`src/mempool_pkg.sv`:
```
//********************************************************************
// MemPool system package
// Address map, bus widths, L2 bank geometry and boot ROM contents
//********************************************************************
package mempool_pkg;

  // Bus widths and counts
  localparam int unsigned AddrWidth       = 32;
  localparam int unsigned DataWidth       = 32;
  localparam int unsigned StrbWidth       = DataWidth / 8;
  localparam int unsigned ByteOffWidth    = $clog2(StrbWidth);
  localparam int unsigned NumMasters      = 2;
  localparam int unsigned NumCores        = 4;
  localparam int unsigned NumL2Banks      = 4;
  localparam int unsigned L2BankNumWords  = 256;
  localparam int unsigned L2BankAddrWidth = 8;
  localparam int unsigned L2BankSelWidth  = 2;

  typedef logic [AddrWidth-1:0]          addr_t;
  typedef logic [DataWidth-1:0]          data_t;
  typedef logic [StrbWidth-1:0]          strb_t;
  typedef logic [$clog2(NumMasters)-1:0] mst_sel_t;

  // Address map
  localparam addr_t       L2MemoryBaseAddr = 32'h8000_0000;
  localparam addr_t       L2Size           = 32'h0000_1000;
  localparam addr_t       BootromBaseAddr  = 32'hA000_0000;
  localparam addr_t       BootromSize      = 32'h0001_0000;
  localparam int unsigned BootromNumWords  = 8;
  localparam int unsigned BootromIdxWidth  = $clog2(BootromNumWords);
  localparam addr_t       CtrlBaseAddr     = 32'h4000_0000;
  localparam addr_t       CtrlSize         = 32'h0001_0000;
  localparam int unsigned CtrlOffWidth     = $clog2(CtrlSize);

  // Control register offsets
  localparam int unsigned EocOffset      = 'h00;
  localparam int unsigned WakeUpOffset   = 'h04;
  localparam int unsigned L2StartOffset  = 'h08;
  localparam int unsigned L2EndOffset    = 'h0C;
  localparam int unsigned NumCoresOffset = 'h10;

  // Answer for reads that hit no target
  localparam data_t DecodeErrData = 32'hBADC_AB1E;

  // Boot code, parks every core in a wfi loop
  localparam data_t BootromContent [BootromNumWords] = '{
    32'hf140_2573, 32'h0000_0597, 32'h0185_8593, 32'h3055_9073,
    32'h3040_5073, 32'h1050_0073, 32'hffdf_f06f, 32'h0000_0013
  };

  // L2 byte offset, flat or split into row, bank and byte
  typedef union packed {
    logic [L2BankAddrWidth+L2BankSelWidth+ByteOffWidth-1:0] flat;
    struct packed {
      logic [L2BankAddrWidth-1:0] row;
      logic [L2BankSelWidth-1:0]  bank;
      logic [ByteOffWidth-1:0]    byte_off;
    } split;
  } l2_addr_u;

  // First requester at or after the pointer wins
  function automatic mst_sel_t rr_pick(logic [NumMasters-1:0] req, mst_sel_t ptr);
    mst_sel_t idx;
    mst_sel_t win;
    win = ptr;
    for (int k = NumMasters - 1; k >= 0; k--) begin
      idx = mst_sel_t'((ptr + k) % NumMasters);
      if (req[idx]) win = idx;
    end
    return win;
  endfunction

endpackage

```
`src/bootrom.sv`:
```
//********************************************************************
// Boot ROM
// Fixed boot code with a registered read
//********************************************************************
`timescale 1ns/1ns
module bootrom (
  input  logic                                    clk_i,
  input  logic                                    req_i,
  input  logic [mempool_pkg::BootromIdxWidth-1:0] addr_i,
  output mempool_pkg::data_t                      rdata_o
);
  import mempool_pkg::*;

  // Index width wraps the address onto the table
  always_ff @(posedge clk_i) begin
    if (req_i) begin
      rdata_o <= BootromContent[addr_i];
    end
  end

endmodule

```
`config.mk`:
```
export PLATFORM = sky130hd
export DESIGN_NAME = bootrom
export DESIGN_NICKNAME = d
export VERILOG_FILES = /design/src/mempool_pkg.sv /design/src/bootrom.sv
export SDC_FILE = /design/constraint.sdc
export NUM_CORES = 1
export LEC_CHECK = 0
export BUFFER_PORTS_ARGS = -buffer_cell sky130_fd_sc_hd__buf_2
export CORE_MARGIN = 2
export CORE_UTILIZATION = 44
export DETAILED_ROUTE_END_ITERATION = 8
export GPL_ROUTABILITY_DRIVEN = 0
export GPL_TIMING_DRIVEN = 0
export PLACE_DENSITY_LB_ADDON = 0.05
export SLEW_MARGIN = 20
export SYNTH_ARGS = -nofsm -noshare
export SYNTH_HDL_FRONTEND = slang
export SYNTH_SLANG_ARGS = --single-unit
```
`constraint.sdc`:
```
create_clock -name clk_i -period 1.3 [get_ports clk_i]
set_clock_uncertainty 0.15 [all_clocks]
set_input_delay 0.065 -clock clk_i [delete_from_list [all_inputs] [get_ports clk_i]]
set_output_delay 0.065 -clock clk_i [all_outputs]
set_load 0.03 [all_outputs]
```
* Word level (Yosys, flattened, before mapping)
Memory sizes are Yosys's and may differ from the RTL's. A register that Yosys moved wholly into a read port is not among the register bits.
Cells that the tools add are included.
** Storage, ports and cells
- Register bits :: 0
- Memory bits (read-only) :: 256
- Input bits :: 5
- Output and inout port bits :: 32
- Logic and storage cells :: 2
- Memories :: 1
** Cells by class
- Bitwise logic cells :: 1
** Memory list
- (name not given) :: words 8, bits a word 32, rd ports 1, clocked after Yosys merged registers in 1, write ports 0, RTL line bootrom.sv:17 : rdata_o <= BootromContent[addr_i];
** Operators by type and width (count)
- inverter 3 -> 4 bit :: 1

* Longest topological paths before layout
- Depth in word-level cells :: 1
- Gate-level depth with buffers :: 4
- Mapped depth without buffers :: 4

* Worst setup path before layout
Ideal clock, no wire load.
- Kind :: in2reg
- Start point :: input addr_i[1] (netlist name)
- End point :: register rdata_o[28] (data pin)
- Setup time :: 0.261 ns
- Data arrival time :: 0.598 ns
- Required time :: 0.889 ns
- Slack :: 0.291 ns
- Stages :: 4
- Buffers on the path :: 0
- Cells stage by stage :: inv_1 -> ha_1 -> nor2b_1 -> a21oi_1
** On the way
- Longest elaborated chain between the ends :: 1
** RTL lines
- start, declared :: RTL line bootrom.sv:9 : input logic [mempool_pkg::BootromIdxWidth-1:0] addr_i,
- inverter 3 -> 4 bit (not written as such) :: RTL line bootrom.sv:17
- end, declared :: RTL line bootrom.sv:10 : output mempool_pkg::data_t rdata_o
No other way between the ends.

==> impl_results.rst <==
.. list-table::
   :header-rows: 1

   * - Metric
     - Value
   * - DRC errors left
     - 0
   * - Setup fix buffers added after clock tree synthesis
     - 0
   * - Clock network fraction of total power
     - 20.3%
   * - Hold crit path type
     - input pin to register
   * - Standard-cell row count
     - 14
   * - Clock transition at the registers of the reported paths
     - around 0.080 ns
   * - Layout Cell Area excl Fill
     - slightly below 1000 um2
   * - Startpoint Class
     - register
   * - Chip Width
     - 45.2 um
   * - Largest family of logic cells by synthesized area
     - buffers and inverters
   * - Yosys cell types
     - 15
   * - Xor and xnor fraction of the mapped netlist area
     - 0%
   * - Initial Util
     - between 40% and 50%
   * - Sink count of the clock tree
     - 14
   * - Max-slew violations
     - 0
   * - Required arrival time at the worst endpoint
     - roughly 1.1 ns
   * - Static Leakage
     - 0.496 nW
   * - Switching share of power
     - approximately a third
   * - Number of antenna violations at the first check in global routing
     - 0
   * - Fraction of power consumed by sequential logic
     - around 48%
   * - Buffer levels on the longest clock path
     - 2
   * - Status
     - finished, final reports clean
   * - Mux contribution to synthesized area
     - under 10%
   * - H-tree levels
     - 1
   * - Count of mapped cells out of synthesis
     - 61
   * - Largest registers
     - rdata_o x14
   * - Fraction of synthesized cell area taken by the top area cell type
     - between 50% and 60%
   * - First DRT Iteration DRCs
     - 6
   * - Crit path arrival time
     - roughly 1 ns
   * - GRT Overall Usage
     - about a tenth
   * - Drt first pass iters
     - 2
   * - Die Outline Area
     - around 2000 um2
   * - Core region area
     - around 1500 um2
   * - Total via count after detailed routing
     - between 400 and 500
   * - Flip-flop count of the largest register after layout
     - 14
   * - Overflow left after global routing
     - 0
   * - Clock buffers created by TritonCTS
     - 3
   * - Cell types occupying the most area after synthesis
     - edfxtp_1, buf_4, ha_1
   * - Max-cap viol count
     - 0
   * - Die Ht
     - ~45 um
   * - Crit path setup slack, layout
     - around 0.053 ns
   * - Ports
     - 37
   * - Startpoint of the worst setup timing path
     - rdata_o[27]$_SDFFCE_PN0P_
   * - Area fraction in compound gates after synthesis
     - 4.03%
   * - Setup repair after global routing missed its margin
     - false
   * - First-pass GRT wire length
     - approximately 1.5 mm
   * - Adder-cell share of the synthesized area
     - 8.39%
   * - Worst IR Drop VDD
     - 687 uV
   * - Classification of the worst setup path
     - register to output pin
   * - Final Net Count
     - 110
   * - Startpoint of the tightest hold check path
     - addr_i[2]
   * - Hold Vio Cnt, Final
     - 0
   * - Sequential cell area fraction in the yosys report
     - between 50 and 60%
   * - Wirelength per Cell
     - around 9.2 um
   * - Vias in the first global route
     - roughly 360
   * - Critical Path Sink Type
     - output pin
   * - Antenna fix cells
     - 0
   * - Timing-limited maximum frequency
     - roughly 800 MHz
   * - Flip-flop and latch count after synthesis
     - 14
   * - Sw Pwr
     - approximately 0.38 mW
   * - Avg Synthesized Cell Area
     - around 12 um2
   * - Total power
     - 1.17 mW
   * - Cell accounting for the most synthesized area
     - edfxtp_1
   * - Layout overhead on the synthesized area
     - 32.6%
   * - Avg Vias per Cell
     - ~4
   * - Port Buffers
     - 31
   * - Share of final-layout standard cells stronger than drive strength 1
     - 56.6%
   * - Final HPWL from detailed placement
     - about 850 um
   * - Final Util
     - ~64%
   * - Cell area after technology mapping
     - ~750 um2
   * - Min Clock Period, post-route
     - between 1 and 1.5 ns
   * - Setup-failing EPs final
     - 0
   * - CTS tree
     - built
   * - Largest reg by FF count
     - rdata_o
   * - Synthesized-area fraction occupied by and/or/nand/nor cells
     - 5.54%
   * - Critical path peak fanout
     - 6
   * - Post-route fraction of the period consumed by the critical path
     - 95.9%
   * - Number of warning messages in the yosys log
     - 0
   * - Clock Tree Root
     - clkbuf_4
   * - Detailed-route wire length
     - 1.06 mm
   * - Maximum number of pins on one net before global-route repair
     - 15
   * - Relative contribution of combinational cells to total power
     - a little under a third
   * - Post-DRT Antenna Nets
     - 0
   * - Hold WS
     - roughly 0.0022 ns
   * - Power Dens Cells
     - 1180 nW/um2
   * - DP Worst Slack
     - -0.00995 ns
   * - Internal cell power
     - between 0.7 and 0.8 mW
   * - Post-place instance area
     - between 900 and 1000 um2
[cell usage after synthesis (all sizes together)]
cell and number:
ha 5, edfxtp 14, o21ai 4, and2b 1, conb 2, nand2 4, buf 19, nor2 1
a21oi 2, nand2b 1, nor2b 1, mux2 1, inv 6
[critical path, cell delays in order (launching register included)]
cell and delay, ns:
edfxtp_1 0.46, buf_4 0.17, buf_6 0.13
[worst paths after layout]
| check | end | slack [ns] | depth (start not counted) |
|---|---|---|---|
| worst min-delay path | rdata_o[7]$_SDFFCE_PP0P_ | 0.002 | 2 |
| worst max-delay path | rdata_o[17] | 0.05 | 2 |
[cell families (layout without fill, tap and decap cells)]
| logic type | Yosys count | after routing |
|---|---|---|
| buffers and inverters | 25 | 60 |
| and+or+nand+nor | 8 | 8 |
| muxes | 1 | 1 |
| DFF | 14 | 14 |
| other | 2 | 5 |
| AOI/OAI and AO/OA | 6 | 6 |
| adders and majority gates | 5 | 5 |
[final cells by class]
| type | instances | area [um2] |
|---|---|---|
| timing repair buffer | 32 | 193 |
| buffer | 18 | 139 |
| fill | 130 | 553 |
| tap | 16 | 20.0 |
| clock buffer | 3 | 22.5 |
| clock inverter | 1 | 3.75 |
| multi-input combinational | 25 | 168 |
| sequential | 14 | 420 |
| inverter | 6 | 22.5 |
[cells in the final DEF, fill, tap and decap left out]
cell type	netlist	final
clkinv_1	0	1
nor2_1	1	1
conb_1	2	5
nand2b_1	1	1
a21oi_1	2	2
and2b_4	1	1
dlygate4sd3_1	0	1
buf_4	18	18
ha_1	5	5
inv_2	2	2
nor2b_1	1	1
mux2_4	1	1
buf_2	0	26
buf_6	1	5
o21ai_1	4	4
nand2_1	4	4
inv_1	4	4
clkbuf_4	0	3
edfxtp_1	14	14
[power groups by stage]
stage                     combinational [mW]  clock [mW]  sequential (mW)
final                                  0.374       0.238            0.558
after floorplan                        0.189           0            0.652
after CTS                              0.365       0.243            0.560
after global placement                 0.359           0            0.567
after detailed placement               0.362           0            0.570
after global routing                   0.397       0.257            0.564
[stage by stage]
| stage | setup TNS, ns | std cells |
|---|---|---|
| after global placement | 0 | 111 |
| after detailed placement | -0.0181 | 111 |
| final | 0 | 115 |
| after floorplan | 0 | 64 |
| after CTS | 0 | 116 |
| after global routing | 0 | 115 |
[layer usage]
metal | global-route usage [%] | share of wire, % | vias up
li1 | - | - | 249
met1 | 13.1 | 41 | 186
met2 | 16.6 | 46 | 25
met3 | 2.80 | 11 | 2
met4 | 7.06 | 1.6 | 0
met5 | 0 | 0 | -
[repair_timing]
action,in CTS,in global routing
resized for setup,0,14
hold endpoints to repair,1,0
setup endpoints to repair,0,5
hold buffers,1,0
No activity file was read; power rests on OpenSTA's default activity.
