File: config.mk
export PLATFORM = sky130hd
export DESIGN_NAME = ctrl_registers
export DESIGN_NICKNAME = d
export VERILOG_FILES = /design/src/mempool_pkg.sv /design/src/ctrl_registers.sv
export SDC_FILE = /design/constraint.sdc
export NUM_CORES = 1
export LEC_CHECK = 0
export ABC_AREA = 1
export BUFFER_PORTS_ARGS = -buffer_cell sky130_fd_sc_hd__buf_2
export CORE_ASPECT_RATIO = 0.75
export CORE_UTILIZATION = 43
export DETAILED_ROUTE_END_ITERATION = 8
export PLACE_DENSITY = 0.76
export SLEW_MARGIN = 15
export SYNTH_ARGS = -nofsm -noshare
export SYNTH_HDL_FRONTEND = slang
export SYNTH_SLANG_ARGS = --single-unit
File: constraint.sdc
create_clock -name clk_i -period 0.8 [get_ports clk_i]
set_input_delay 0.04 -clock clk_i [delete_from_list [all_inputs] [get_ports clk_i]]
set_output_delay 0.04 -clock clk_i [all_outputs]
set_load 0.02 [all_outputs]
File: src/mempool_pkg.sv
//********************************************************************
// MemPool system package
// Address map, bus widths, L2 bank geometry and boot ROM contents
//********************************************************************
package mempool_pkg;

  // Bus widths and counts
  localparam int unsigned AddrWidth       = 32;
  localparam int unsigned DataWidth       = 32;
  localparam int unsigned StrbWidth       = DataWidth / 8;
  localparam int unsigned ByteOffWidth    = $clog2(StrbWidth);
  localparam int unsigned NumMasters      = 2;
  localparam int unsigned NumCores        = 4;
  localparam int unsigned NumL2Banks      = 4;
  localparam int unsigned L2BankNumWords  = 256;
  localparam int unsigned L2BankAddrWidth = 8;
  localparam int unsigned L2BankSelWidth  = 2;

  typedef logic [AddrWidth-1:0]          addr_t;
  typedef logic [DataWidth-1:0]          data_t;
  typedef logic [StrbWidth-1:0]          strb_t;
  typedef logic [$clog2(NumMasters)-1:0] mst_sel_t;

  // Address map
  localparam addr_t       L2MemoryBaseAddr = 32'h8000_0000;
  localparam addr_t       L2Size           = 32'h0000_1000;
  localparam addr_t       BootromBaseAddr  = 32'hA000_0000;
  localparam addr_t       BootromSize      = 32'h0001_0000;
  localparam int unsigned BootromNumWords  = 8;
  localparam int unsigned BootromIdxWidth  = $clog2(BootromNumWords);
  localparam addr_t       CtrlBaseAddr     = 32'h4000_0000;
  localparam addr_t       CtrlSize         = 32'h0001_0000;
  localparam int unsigned CtrlOffWidth     = $clog2(CtrlSize);

  // Control register offsets
  localparam int unsigned EocOffset      = 'h00;
  localparam int unsigned WakeUpOffset   = 'h04;
  localparam int unsigned L2StartOffset  = 'h08;
  localparam int unsigned L2EndOffset    = 'h0C;
  localparam int unsigned NumCoresOffset = 'h10;

  // Answer for reads that hit no target
  localparam data_t DecodeErrData = 32'hBADC_AB1E;

  // Boot code, parks every core in a wfi loop
  localparam data_t BootromContent [BootromNumWords] = '{
    32'hf140_2573, 32'h0000_0597, 32'h0185_8593, 32'h3055_9073,
    32'h3040_5073, 32'h1050_0073, 32'hffdf_f06f, 32'h0000_0013
  };

  // L2 byte offset, flat or split into row, bank and byte
  typedef union packed {
    logic [L2BankAddrWidth+L2BankSelWidth+ByteOffWidth-1:0] flat;
    struct packed {
      logic [L2BankAddrWidth-1:0] row;
      logic [L2BankSelWidth-1:0]  bank;
      logic [ByteOffWidth-1:0]    byte_off;
    } split;
  } l2_addr_u;

  // First requester at or after the pointer wins
  function automatic mst_sel_t rr_pick(logic [NumMasters-1:0] req, mst_sel_t ptr);
    mst_sel_t idx;
    mst_sel_t win;
    win = ptr;
    for (int k = NumMasters - 1; k >= 0; k--) begin
      idx = mst_sel_t'((ptr + k) % NumMasters);
      if (req[idx]) win = idx;
    end
    return win;
  endfunction

endpackage

File: src/ctrl_registers.sv
//********************************************************************
// Control registers
// End of computation, core wake-up and system information
//********************************************************************
`timescale 1ns/1ns
module ctrl_registers (
  input  logic                                 clk_i,
  input  logic                                 arst_n_i,
  input  logic                                 req_i,
  input  logic                                 we_i,
  input  logic [mempool_pkg::CtrlOffWidth-1:0] offset_i,
  input  mempool_pkg::data_t                   wdata_i,
  input  mempool_pkg::strb_t                   strb_i,
  output mempool_pkg::data_t                   rdata_o,
  output mempool_pkg::data_t                   eoc_o,
  output logic                                 eoc_valid_o,
  output logic [mempool_pkg::NumCores-1:0]     wake_up_o
);
  import mempool_pkg::*;

  data_t               eoc_q;
  logic [NumCores-1:0] wake_q;

  // Writes land on the grant edge, wake-up pulses for one cycle
  always_ff @(posedge clk_i or negedge arst_n_i) begin
    if (!arst_n_i) begin
      eoc_q  <= '0;
      wake_q <= '0;
    end else begin
      wake_q <= '0;
      if (req_i && we_i) begin
        if (offset_i == EocOffset) begin
          for (int i = 0; i < StrbWidth; i++) begin
            if (strb_i[i]) eoc_q[8*i +: 8] <= wdata_i[8*i +: 8];
          end
        end
        if (offset_i == WakeUpOffset) wake_q <= wdata_i[NumCores-1:0];
      end
    end
  end

  // Read data, wake-up and unknown offsets read as zero
  always_ff @(posedge clk_i) begin
    if (req_i && !we_i) begin
      case (offset_i)
        EocOffset:      rdata_o <= eoc_q;
        L2StartOffset:  rdata_o <= L2MemoryBaseAddr;
        L2EndOffset:    rdata_o <= L2MemoryBaseAddr + L2Size;
        NumCoresOffset: rdata_o <= data_t'(NumCores);
        default:        rdata_o <= '0;
      endcase
    end
  end

  assign eoc_o       = eoc_q;
  assign eoc_valid_o = eoc_q[0];
  assign wake_up_o   = wake_q;

endmodule

-- After elaboration in Yosys (flattened, before gate mapping)
Index checks and enable logic that the tools add are counted.
Widths: inputs -> output; s select.
- equality and inequality tests: 4
- multiplexer cells: 3
- reduce and logical (&&, ||, !) cells: 8
- operators with widths (cell ; count):
    $pmux 32 s4 ; 1
    $eq 16x4->1 const B ; 2
    $eq 16x3->1 const B ; 1
    $eq 16x5->1 const B ; 1
    $logic_not 16->1 ; 1
    $reduce_and 3->1 ; 4
    $mux 4 ; 2
    $logic_and 1x1->1 ; 2
    $logic_not 1->1 ; 1
- flip-flop bits (word level): 68
- word-level logic and storage cells: 21

-- Longest topological paths before layout
- word-level depth: 3
- gate-level depth with buffers: 7

-- Worst setup path after synthesis
OpenSTA, ideal clock, no wires.
- path kind: input to register
- start: in req_i
- end: reg rdata_o[0], enable pin
- library setup time: 0.422 ns
- arrival time: 1.429 ns
- data required time: 0.378 ns
- setup slack: -1.051 ns
- stages on the path: 2
- path through: inv_1 -> nor2_1
- cells in the longest elaborated chain, start to end: 1
- RTL lines (item ; line ; source):
    from (decl) ; ctrl_registers.sv:9 ; input logic req_i,
    $logic_and 1x1->1 ; ctrl_registers.sv:44 ; if (req_i && !we_i) begin
    to (signal assigned) ; ctrl_registers.sv:46 ; EocOffset: rdata_o <= eoc_q;
    to (signal assigned) ; ctrl_registers.sv:47 ; L2StartOffset: rdata_o <= L2MemoryBaseAddr;
    to (signal assigned) ; ctrl_registers.sv:48 ; L2EndOffset: rdata_o <= L2MemoryBaseAddr + L2Size;
    to (decl) ; ctrl_registers.sv:14 ; output mempool_pkg::data_t rdata_o,
Every way passes these cells.
A chain may end at the register's enable or synchronous reset.

-- Final worst setup path
- start: reg eoc_q[31], in the netlist eoc_o[31]
- end: out eoc_o[31]
- RTL lines (item ; line ; source):
    from (decl) ; ctrl_registers.sv:21 ; data_t eoc_q;
    from (signal, indexed assignment) ; ctrl_registers.sv:34 ; if (strb_i[i]) eoc_q[8*i +: 8] <= wdata_i[8*i +: 8];
    to (decl) ; ctrl_registers.sv:15 ; output mempool_pkg::data_t eoc_o,
No word-level cell between the ends.

==> results.md <==
* Status: finished, violations left
* Failing checks: DRC, setup timing
* RePlAce Congestion at 0.794
* CTS H-Tree Depth at 3
* Fin nets at 572
* Area of the die at 7260 um2
* CP required at 0.76 ns
* Post-detail-place hpwl at 5.32 mm
* Reg2reg start: eoc_o[31]
* Die Height at 74.0 um
* R2r setup slk at -0.21 ns
* Vias in the first global route at 3082
* Setup WS post-layout at -0.256 ns
* Number of setup violations in the final report at 99
* Max stage delay on crit path at 0.41 ns
* Detailed Route WL at 9.88 mm
* Inst Count DP at 510
* RSZ-0062 raised after global routing: yes
* Share of cells above drive strength 1 at 0.578
* Worst skew pair latency at 0.36 ns
* Crit path top cell by count: buf_6
* Overall power at 7.70 mW
* Post-synthesis sequential area ratio at 0.626
* Data arrival, critical path at 1.02 ns
* Clock buffer depth at 2
* Clock Skew at 0.00953 ns
* Final Instance Area at 5520 um2
* Fill count at 338
* Initial drt markers at 131
* DR vias at 2993
* Worst-case reg-to-reg path depth at 4
* Num rows at 25
* Ys Warns at 0
* Type of element capturing the critical path: output pin
* Final hold slack at 0.0868 ns
* Syn nets at 344
* #FFs+latches synth at 68
* Final Hold Vio Count at 0
* Buf/Inv on CP at 2
* Hold Path Stages at 4
* Netlist Area Pre-Place at 2980 um2
* GR Overflow Total at 0
* Core Box Area at 6470 um2
* Area of the multi-input gates at 1020 um2
* Hold worst-path end: wake_up_o[1]
* Setup TNS at -11.92 ns
* Average wire per standard cell at 16.4 um
* Synth Instances at 288
* DRT antenna net count at 0
* Die width at 98.1 um
* Worst path top cell family by delay: flip-flops
* Register area at 1860 um2
* Synth unique cells at 18
* Largest net degree at the start of global routing at 37
* Switching Share at 0.239
* Final core area utilization at 0.853
* Leakage Power at 2.56 nW
* Vias/cell at 4.96
* Slew margin rel. at 0.818
* Root Buffer: clkbuf_8
* CTS tree: done
* Hold path startpoint: req_i
* Reg clk slew, reported paths at 0.08 ns
* Worst vdd ir at 0.00120 V
* Place WS at -0.364 ns
* CTS sink count at 68
* Clk pwr share at 0.418
* Worst min-delay path class: in2reg
* Slew of the pin with the lowest slew margin at 0.272 ns
* CP Max Fanout at 2
* Placed inst area at 4020 um2
* Initial antenna violation count at 1
* Crit path time final at 1.06 ns
* CP max stage cell: dfrtp_1
* Psw at 1.84 mW
* Worst r2r dst: rdata_o[31]
* Max-slew violation count at 0
* Initial Utilization at 0.460
* MaxCap Viol Count at 0
* Max Freq at 0.947 GHz
* Reg power frac at 0.484
* # port buffers at 124
* GRT Overall Usage at 0.258
* Layout Cells excl Fill at 603
* Crit path launch type: flip-flop
* PD cells at 1390 nW/um2
* Synth-to-layout area growth at 85.7%
* Drt pass-1 iters at 7
* Combinational share of power at 0.098
* IO Count at 125
* Setup CP Type: reg2out
* Global-route wire length before repair at 14.1 mm
* TritonCTS Buffers at 9
* DRC at 11
* Avg Cell Area, Syn at 10.3 um2
* Worst-path cell chain: buf_6 > buf_6
* Period utilization at 1.32
* Int Power at 5.86 mW
-- registers in the layout, indices dropped and copies added, names as in the netlist --
signal and count:
eoc_o 32, wake_up_o 4, rdata_o 32
-- routing by layer --
metal | global-route usage | part of all wire | wire length [um]
met1 | 0.293 | 0.38 | 3800
met3 | 0.0677 | 0.069 | 681
met2 | 0.467 | 0.52 | 5090
met4 | 0.121 | 0.031 | 304
met5 | 0 | 0 | 0
-- what timing repair did --
item                                   4_1_cts  5_1_grt
setup endpoints to repair                   70      125
setup buffers                               29       12
pin swaps                                    0       45
gates resized for setup                     86      126
cloned                                       0        2
hold buffers                                33        0
endpoints found under the hold margin       72        0
-- worst min-delay path: cells and delay by family --
kind	cells	cell delay [ns]
and+or+nand+nor	2	0.10
buffers and inverters	2	0.26
-- worst max-delay path by stage --
stage | startpoint | end | cells after the start
floorplan | req_i | rdata_o[0] | 2
global placement | offset_i[0] | eoc_o[0] | 8
detailed placement | offset_i[0] | eoc_o[3] | 8
CTS | eoc_o[31] | eoc_o[31] | 2
global route | eoc_o[31] | eoc_o[31] | 2
finish | eoc_o[31] | eoc_o[31] | 2
-- logic make-up (layout without fill, tap and decap cells) --
family | count (synthesis) | in the layout | synth area share
simple gates | 174 | 174 | 0.297
flops | 68 | 68 | 0.626
buf+inv | 46 | 279 | 0.0769
other cells | 0 | 1 | 0
-- Yosys cell counts, drive strengths merged --
master,n,area share
buf,11,0.033
nand2,77,0.10
clkbuf,1,0.0013
nand4,32,0.067
nand3b,2,0.0050
nor2,51,0.093
dfrtp,36,0.30
inv,34,0.043
nand3,12,0.032
edfxtp,32,0.32
-- cell type report --
class,instances,share of cell area
Antenna cell,1,0.000453
Clock buffer,10,0.0231
Clock inverter,6,0.0159
Inverter,34,0.0263
Multi-Input combinational cell,174,0.185
Sequential cell,68,0.337
Tap cell,81,0.0183
Timing Repair Buffer,229,0.394
-- power by group through the flow --
stage	sequential, mW	combinational (mW)	clock (mW)
2_1_floorplan	3.86	0.115	0
3_3_place_gp	3.79	0.542	0
3_5_place_dp	3.79	0.551	0
4_1_cts	3.72	0.681	3.16
5_1_grt	3.73	0.805	3.37
6_report	3.73	0.757	3.22
-- cells in the final DEF, fill, tap and decap left out --
cell / instances
buf_4: 28
nand3_1: 5
dfrtp_1: 35
dlygate4sd3_1: 33
buf_12: 11
clkinvlp_4: 2
dfrtp_2: 1
nand3_4: 4
clkinv_1: 1
nand4_1: 32
bufinv_16: 2
diode_2: 1
nor2_1: 20
nor2_2: 20
buf_6: 94
nor2_4: 10
buf_2: 61
nand2_2: 24
nand3_2: 3
nand3b_1: 2
clkbuf_8: 9
inv_12: 1
inv_2: 25
nand2_1: 53
inv_1: 6
clkbuf_16: 2
clkbuf_1: 1
inv_6: 1
nor2_8: 1
edfxtp_1: 32
inv_4: 2
Note: power is estimated with default switching activity, not from simulation.
