[src/mempool_pkg.sv]
//********************************************************************
// MemPool system package
// Address map, bus widths, L2 bank geometry and boot ROM contents
//********************************************************************
package mempool_pkg;

  // Bus widths and counts
  localparam int unsigned AddrWidth       = 32;
  localparam int unsigned DataWidth       = 32;
  localparam int unsigned StrbWidth       = DataWidth / 8;
  localparam int unsigned ByteOffWidth    = $clog2(StrbWidth);
  localparam int unsigned NumMasters      = 2;
  localparam int unsigned NumCores        = 4;
  localparam int unsigned NumL2Banks      = 4;
  localparam int unsigned L2BankNumWords  = 256;
  localparam int unsigned L2BankAddrWidth = 8;
  localparam int unsigned L2BankSelWidth  = 2;

  typedef logic [AddrWidth-1:0]          addr_t;
  typedef logic [DataWidth-1:0]          data_t;
  typedef logic [StrbWidth-1:0]          strb_t;
  typedef logic [$clog2(NumMasters)-1:0] mst_sel_t;

  // Address map
  localparam addr_t       L2MemoryBaseAddr = 32'h8000_0000;
  localparam addr_t       L2Size           = 32'h0000_1000;
  localparam addr_t       BootromBaseAddr  = 32'hA000_0000;
  localparam addr_t       BootromSize      = 32'h0001_0000;
  localparam int unsigned BootromNumWords  = 8;
  localparam int unsigned BootromIdxWidth  = $clog2(BootromNumWords);
  localparam addr_t       CtrlBaseAddr     = 32'h4000_0000;
  localparam addr_t       CtrlSize         = 32'h0001_0000;
  localparam int unsigned CtrlOffWidth     = $clog2(CtrlSize);

  // Control register offsets
  localparam int unsigned EocOffset      = 'h00;
  localparam int unsigned WakeUpOffset   = 'h04;
  localparam int unsigned L2StartOffset  = 'h08;
  localparam int unsigned L2EndOffset    = 'h0C;
  localparam int unsigned NumCoresOffset = 'h10;

  // Answer for reads that hit no target
  localparam data_t DecodeErrData = 32'hBADC_AB1E;

  // Boot code, parks every core in a wfi loop
  localparam data_t BootromContent [BootromNumWords] = '{
    32'hf140_2573, 32'h0000_0597, 32'h0185_8593, 32'h3055_9073,
    32'h3040_5073, 32'h1050_0073, 32'hffdf_f06f, 32'h0000_0013
  };

  // L2 byte offset, flat or split into row, bank and byte
  typedef union packed {
    logic [L2BankAddrWidth+L2BankSelWidth+ByteOffWidth-1:0] flat;
    struct packed {
      logic [L2BankAddrWidth-1:0] row;
      logic [L2BankSelWidth-1:0]  bank;
      logic [ByteOffWidth-1:0]    byte_off;
    } split;
  } l2_addr_u;

  // First requester at or after the pointer wins
  function automatic mst_sel_t rr_pick(logic [NumMasters-1:0] req, mst_sel_t ptr);
    mst_sel_t idx;
    mst_sel_t win;
    win = ptr;
    for (int k = NumMasters - 1; k >= 0; k--) begin
      idx = mst_sel_t'((ptr + k) % NumMasters);
      if (req[idx]) win = idx;
    end
    return win;
  endfunction

endpackage

[src/mst_demux.sv]
//********************************************************************
// Per-master demux
// Steers each request to L2 or to the SoC crossbar by address
//********************************************************************
`timescale 1ns/1ns
module mst_demux (
  input  logic                  clk_i,
  input  logic                  arst_n_i,
  input  logic                  req_i,
  input  logic                  we_i,
  input  mempool_pkg::addr_t    addr_i,
  input  mempool_pkg::data_t    wdata_i,
  input  mempool_pkg::strb_t    strb_i,
  output logic                  gnt_o,
  output logic                  rvalid_o,
  output mempool_pkg::data_t    rdata_o,
  output logic                  l2_req_o,
  output logic                  l2_we_o,
  output mempool_pkg::l2_addr_u l2_addr_o,
  output mempool_pkg::data_t    l2_wdata_o,
  output mempool_pkg::strb_t    l2_strb_o,
  input  logic                  l2_gnt_i,
  input  logic                  l2_rvalid_i,
  input  mempool_pkg::data_t    l2_rdata_i,
  output logic                  soc_req_o,
  output logic                  soc_we_o,
  output mempool_pkg::addr_t    soc_addr_o,
  output mempool_pkg::data_t    soc_wdata_o,
  output mempool_pkg::strb_t    soc_strb_o,
  input  logic                  soc_gnt_i,
  input  logic                  soc_rvalid_i,
  input  mempool_pkg::data_t    soc_rdata_i
);
  import mempool_pkg::*;

  addr_t l2_off;
  logic  l2_hit;
  logic  l2_sel_q;

  // Anything outside the L2 window goes to the SoC side
  assign l2_off         = addr_i - L2MemoryBaseAddr;
  assign l2_hit         = l2_off < L2Size;
  assign l2_addr_o.flat = l2_off[$bits(l2_addr_u)-1:0];

  assign l2_req_o    = req_i & l2_hit;
  assign l2_we_o     = we_i;
  assign l2_wdata_o  = wdata_i;
  assign l2_strb_o   = strb_i;
  assign soc_req_o   = req_i & ~l2_hit;
  assign soc_we_o    = we_i;
  assign soc_addr_o  = addr_i;
  assign soc_wdata_o = wdata_i;
  assign soc_strb_o  = strb_i;

  assign gnt_o = l2_hit ? l2_gnt_i : soc_gnt_i;

  // Remember the granted side for the response cycle
  always_ff @(posedge clk_i or negedge arst_n_i) begin
    if (!arst_n_i) begin
      l2_sel_q <= 1'b0;
    end else if (req_i && gnt_o) begin
      l2_sel_q <= l2_hit;
    end
  end

  assign rvalid_o = l2_sel_q ? l2_rvalid_i : soc_rvalid_i;
  assign rdata_o  = l2_sel_q ? l2_rdata_i : soc_rdata_i;

endmodule

[config.mk]
export PLATFORM = sky130hd
export DESIGN_NAME = mst_demux
export DESIGN_NICKNAME = d
export VERILOG_FILES = /design/src/mempool_pkg.sv /design/src/mst_demux.sv
export SDC_FILE = /design/constraint.sdc
export NUM_CORES = 1
export LEC_CHECK = 0
export BUFFER_PORTS_ARGS = -buffer_cell sky130_fd_sc_hd__buf_2
export CAP_MARGIN = 20
export CORE_AREA = 2 2 114 116
export DETAILED_ROUTE_END_ITERATION = 10
export DIE_AREA = 0 0 116 118
export SETUP_SLACK_MARGIN = 0.15
export SYNTH_ARGS = -nofsm -noshare
export SYNTH_HDL_FRONTEND = slang
export SYNTH_SLANG_ARGS = --single-unit
export TNS_END_PERCENT = 100
[constraint.sdc]
create_clock -name clk_i -period 1.8 [get_ports clk_i]
set_input_delay 0.36 -clock clk_i [delete_from_list [all_inputs] [get_ports clk_i]]
set_output_delay 0.36 -clock clk_i [all_outputs]
set_load 0.01 [all_outputs]
* After elaboration in Yosys (flattened, before gate mapping)
Cells that the tools add are included.
Storage, ports and cells: register bits 1, input port bits 140
Operators by class: add/sub/neg operators 1, order comparisons 1, multiplexer cells 3, bitwise operators 3, reduce and logical (&&, ||, !) cells 1
Operators with widths (count):
- $lt A32 B13 Y1 const B | 1
- $mux W32 | 1
- $sub A32 B32 Y32 const B | 1
- $and A1 B1 Y1 | 2
- $mux W1 | 2
- $logic_and A1 B1 Y1 | 1
- $not A1 Y1 | 1

* Logic depth before layout (Yosys ltp)
Gate-level depths: netlist of the first run.
word-level depth 4, gate-level depth with buffers 4, mapped depth without buffers 4

* Least setup slack after synthesis of the first run
OpenSTA, ideal clock, no wires.
kind input -> output, start in addr_i[24], end out gnt_o, arrival 1.251 ns, path slack 0.189 ns, stages on the path 4, path through nor4_1 nand3_1 nor2_2 mux2_1
On the way: word-level cells in the longest chain between the ends 3
Ends and longest elaborated chain:
- from (decl) | line mst_demux.sv:11 | input mempool_pkg::addr_t addr_i,
- $sub A32 B32 Y32 | line mst_demux.sv:41 | assign l2_off = addr_i - L2MemoryBaseAddr;
- $lt A32 B13 Y1 | line mst_demux.sv:42 | assign l2_hit = l2_off < L2Size;
- $mux W1 | line mst_demux.sv:55 | assign gnt_o = l2_hit ? l2_gnt_i : soc_gnt_i;
- to (decl) | line mst_demux.sv:14 | output logic gnt_o,
No other way between the ends.

* Worst setup path in the final report of the first run
start in addr_i[20], end out gnt_o
Same word-level chain as after synthesis.

==> results of run 1 <==
cells in the final DEF (no fill, tap or decap):
cell / Yosys / routed
buf_2: 4 / 139
mux2_2: 33 / 33
buf_4: 118 / 12
buf_6: 0 / 7
nand2_1: 3 / 3
nor4_4: 0 / 2
nor4_2: 2 / 2
nand3_2: 0 / 1
nor4b_2: 0 / 1
nor2_4: 0 / 1
and2_4: 0 / 1
nor2b_1: 1 / 1
mux2_4: 0 / 1
a21oi_1: 1 / 1
o31ai_1: 1 / 1
dfrtp_1: 1 / 1
buf_12: 0 / 1
how the worst min path moves through the flow:
stage | slack [ns] | cells after the start | endpoint | start
after global placement | 0.14 | 1 | l2_sel_q | arst_n_i
after global routing | 0.14 | 1 | l2_sel_q | arst_n_i
final | 0.14 | 1 | l2_sel_q | arst_n_i
after floorplan | 0.06 | 0 | l2_sel_q | arst_n_i
after detailed placement | 0.14 | 1 | l2_sel_q | arst_n_i
after CTS | 0.14 | 1 | l2_sel_q | arst_n_i
area by class of cell:
| type | instances | share of cell area, % |
|---|---|---|
| repair buffers | 159 | 53.5 |
| multi-input cells | 48 | 32.0 |
| well taps | 172 | 13.0 |
| flip-flops and latches | 1 | 1.51 |
synthesized netlist by cell type:
cell and count:
buf_2 4, and2_1 1, nor4_1 2, o31ai_1 1, nor4b_1 1, buf_4 118, nand3_1 1, nor2b_1 1
nor2_2 1, a21oi_1 1, mux2_1 1, dfrtp_1 1, nand2_1 3, nor4_2 2, mux2_2 33
power groups by stage:
stage	Sequential, uW	Clock, uW	Combinational [uW]
floorplan	22.9	0	336
global placement	22.9	0	277
detailed placement	22.9	0	277
CTS	22.9	0	296
global route	22.9	0	317
finish	22.9	0	292
worst max-delay path: cells and delay by family:
| kind | cells | cell delay, ns |
|---|---|---|
| buffers and inverters | 2 | 0.23 |
| muxes | 1 | 0.31 |
| and+or+nand+nor | 3 | 0.61 |
repair_timing:
| action | in CTS | in global routing |
|---|---|---|
| buffers inserted | 1 | 0 |
| pin swaps | 8 | 4 |
| hold buffers | 0 | 0 |
| setup endpoints to repair | 3 | 3 |
| resized for setup | 14 | 2 |
stage by stage:
step                      cells  cell area, um2  util [%]  total power, uW  TNS [ns]
after floorplan             171            1410         -              359         0
after detailed placement    379            1550      12.5              300    -0.153
after global routing        380            1650      13.3              340    -0.129
after CTS                   380            1640      13.2              319   -0.0153
final                       380            1650      13.3              315   -0.0701
after global placement      379            1550      12.5              300   -0.0915
kinds of logic (layout without fill, tap and decap cells):
group	count (synthesis)	after routing	share of synthesized area, %
flops	1	1	1.78
buf+inv	122	159	64.4
compound gates	2	2	0.889
mux	34	34	27.2
simple gates	12	12	5.78
per-layer routing:
| metal | track usage, % | vias up | share of wire (%) |
|---|---|---|---|
| li1 | - | 515 | - |
| met1 | 6.58 | 497 | 33 |
| met2 | 10.3 | 144 | 44 |
| met3 | 6.85 | 8 | 23 |
| met4 | 0.446 | 0 | 0.31 |
| met5 | 0 | - | 0 |
==> reports/results.txt, run 1 <==
Worst hold path class = in2async
Register share of total power = 7.3%
First-pass GRT wire length = 6770 um
Largest net degree at the start of global routing = 26
Leakage = 0.000814 uW
Register bit total from synthesis = 1
Synth area leaders = buf_4, mux2_2, dfrtp_1, nor4_2, buf_2
Clock Pin Slew Worst Setup and Hold Paths = 0 ns
Pins Over Slew Limit = 0
Max reg flops = 1
Setup WS post-layout = -0.0701 ns
Drt first pass iters = 4
Pwr/cell area = 190 mW/mm2
NetSw = 130 uW
FF+latch area = 25.0 um2
Final GP Congestion = 0.805
Synth Cell Area = 0.00141 mm2
Top reg by flops = l2_sel_q
IO Count = 294
Number of global-route vias before repair = 1146
DRC = 0
Tightest Pin Transition = 0.261 ns
I/O Buffers = 146
Multi-input logic area = 529 um2
Post-synth cell types = 15
Synth area leader = buf_4
Die H = 118 um
Switching share of power = 41.3%
Crit share post-route = 104%
Max_slew headroom = 82.5%
Area Growth Syn to Fin = 17.5%
Status = finished with violations
Sequential fraction of the synthesis area = 1.78%
NumNets Final = 350
Initial Util = 11.3%
Ys Warns = 0
Gr usage total = 6.66%
Floorplan Core Area = 0.0124 mm2
Fill cells = 1458
Crit path capture = gnt_o
Clk pwr share = 0%
CP Max Fanout = 2
Critical Path AT = 1.51 ns
Max cap viols = 0
Share of Yosys cell area claimed by the top area cell type = 62.9%
CP max stage delay = 0.31 ns
Comb power frac = 92.7%
N_diodes = 0
Critical path class = in2out
Reg2reg path depth = 3
Reg2reg start = l2_sel_q
Startpoint types = input pin
Req. time, crit path = 1.44 ns
Initial DRC Count = 13
Die footprint = 0.0137 mm2
Syn avg cell area = 8.23 um2
Share of layout cells above drive strength 1 = 96.6%
Setup-failing EPs final = 1
Hold_ws = 0.138 ns
Failing checks = negative setup slack
Clock insertion delay at the later pin of the skew report = 0 ns
Internal = 185 uW
Avg WL per Cell = 13.7 um
Internal reg-to-reg setup slack = 0.89 ns
Worst setup EP type = primary output
Initial antenna violation count = 0
Width of the chip = 116 um
Detailed Place HPWL = 4650 um
F_max = 0.535 GHz
Worst Setup SP = addr_i[20]
Final hold violations = 0
Cell Rows = 41
Total gr overflow = 0
Largest registers = l2_sel_q: 1 flops
Post-route ant nets = 0
Final Critical Period = 1.87 ns
Post-Route WL = 5220 um
RSZ-0062 raised after global routing = true
Number of vias per cell = 3.06
Clk_skew = 0 ns
Worst vdd ir = 96.8 uV
Pre-CTS WS = -0.136 ns
Slowest-stage cell, CP = nor4_2
Mapped Cells = 171
Crit-path cells = buf_2, nor4_2, nand3_2, nor2_4, mux2_4, buf_6
Mapped Nets = 311
R2R Path End = l2_sel_q
Via count = 1164
No activity file was read; power rests on OpenSTA's default activity.
==> inputs of run 2 (changes only) <==
==> constraint.sdc (replaced) <==
create_clock -name clk_i -period 1.8 [get_ports clk_i]
set_input_delay 0.36 -clock clk_i [delete_from_list [all_inputs] [get_ports clk_i]]
set_output_delay 0.36 -clock clk_i [all_outputs]
set_load 0.02 [all_outputs]
==> run 2 against run 1 <==
The flow still finishes with violations (negative setup slack). Core utilization grew 0.36 points. Worst setup slack better by 0.027 ns. Sequential cell count unchanged. Combinational power up 18%. Cell count increased by 0.53%. Critical path depth did not move. Total power is 16% higher. Via count is 1.0% lower. Die area unchanged. Critical path type unchanged. Largest cell class unchanged.
==> reports/results.txt, run 2 (synthesis gave the netlist of run 1 again) <==
Status = finished with violations
Failing checks = negative setup slack
Total gr overflow = 0
CP Max Fanout = 2
Share of layout cells above drive strength 1 = 96.7%
N_diodes = 0
Largest net degree at the start of global routing = 24
Pwr/cell area = 216 mW/mm2
Initial DRC Count = 18
Final Critical Period = 1.84 ns
Pins Over Slew Limit = 0
Clock insertion delay at the later pin of the skew report = 0 ns
Pre-CTS WS = -0.118 ns
Floorplan Core Area = 0.0124 mm2
Drt first pass iters = 2
DP Area = 0.00157 mm2
Avg WL per Cell = 12.8 um
DRC = 0
Worst setup EP type = primary output
Clock Pin Slew Worst Setup and Hold Paths = 0 ns
First-pass GRT wire length = 6890 um
Req. time, crit path = 1.44 ns
Largest registers = l2_sel_q: 1 flops
IO Count = 294
Number of vias per cell = 3.02
Post-Route WL = 4910 um
NumNets Final = 352
Setup WS post-layout = -0.0432 ns
Max reg flops = 1
Final core occ = 13.7%
Post-Place Cells = 382
Die footprint = 0.0137 mm2
Hold_ws = 0.135 ns
Final GP Congestion = 0.829
Initial antenna violation count = 0
Max_slew headroom = 82.6%
Critical path class = in2out
Worst vdd ir = 135 uV
RSZ-0062 raised after global routing = true
Most common cell after layout, fill and taps aside = buf_2
Worst hold path class = in2async
# Post-CTS Setup Buffers = 0
Most frequent cells in the layout = buf_2, mux2_2, buf_4, buf_6
Area Growth Syn to Fin = 20.7%
Gr usage total = 6.45%
Via count = 1152
Tightest Pin Transition = 0.259 ns
Cell Rows = 41
Startpoint types = input pin
Internal reg-to-reg setup slack = 0.78 ns
Crit share post-route = 102%
Non-Filler Instances = 382
Final hold violations = 0
Critical Path AT = 1.48 ns
Clk_skew = 0 ns
Number of global-route vias before repair = 1180
I/O Buffers = 146
Initial Util = 11.3%
Final instance area = 0.00170 mm2
Leakage = 0.000833 uW
Max cap viols = 0
Setup-failing EPs final = 1
Width of the chip = 116 um
CTS Hold Bufs = 0
Detailed Place HPWL = 4310 um
Die H = 118 um
Post-route ant nets = 0
F_max = 0.543 GHz
Top reg by flops = l2_sel_q
-- run 2: cell count changes in the layout (fill, tap and decap cells not counted), sizes merged --
| cell | before | now |
|---|---|---|
| buf | 159 | 161 |
-- run 2: through the flow --
step / TNS (ns) / total power [uW]
after floorplan: 0 / 505
after global placement: -0.141 / 341
after detailed placement: -0.135 / 342
after CTS: -0.0105 / 364
after global routing: -0.116 / 389
final: -0.0432 / 367
-- run 2: repair_timing --
| item | CTS | global route |
|---|---|---|
| pin swaps | 8 | 3 |
| gates resized for setup | 19 | 4 |
| cloned | 0 | 0 |
| endpoints found under the setup margin | 3 | 3 |
-- run 2: metal layers --
metal	part of all wire [%]	GRT usage [%]
met1	37	7.82
met4	0.16	0.372
met5	1.1	2.75
met3	19	5.56
met2	43	8.81
-- run 2: critical path, cell delays in order --
cell     delay, ns
buf_6         0.10
nor4_4        0.28
nand3_2       0.15
nor2_4        0.15
mux2_4        0.32
buf_6         0.13
-- run 2: path summary, 6_finish.rpt --
path	cells past startpoint	startpoint	endpoint
worst max-delay path	6	addr_i[12]	gnt_o
worst min-delay path	1	arst_n_i	l2_sel_q
worst max register to register	3	l2_sel_q	l2_sel_q
worst min register to register	3	l2_sel_q	l2_sel_q
max in group asynchronous	1	arst_n_i	l2_sel_q
min in group clk_i	4	soc_gnt_i	l2_sel_q
-- run 2: cell type report --
| cell class | instances | area [um2] |
|---|---|---|
| fill | 1454 | 10700 |
| timing repair buffer | 161 | 921 |
| multi-input combinational | 48 | 538 |
| tap | 172 | 215 |
| sequential | 1 | 25.0 |
-- run 2: where the power goes --
part,switching [uW],internal [uW],total [uW],leakage [uW]
Sequential,0.0000499,22.9,22.9,0.0000140
Clock,0,0,0,0
Combinational,172,171,344,0.000819
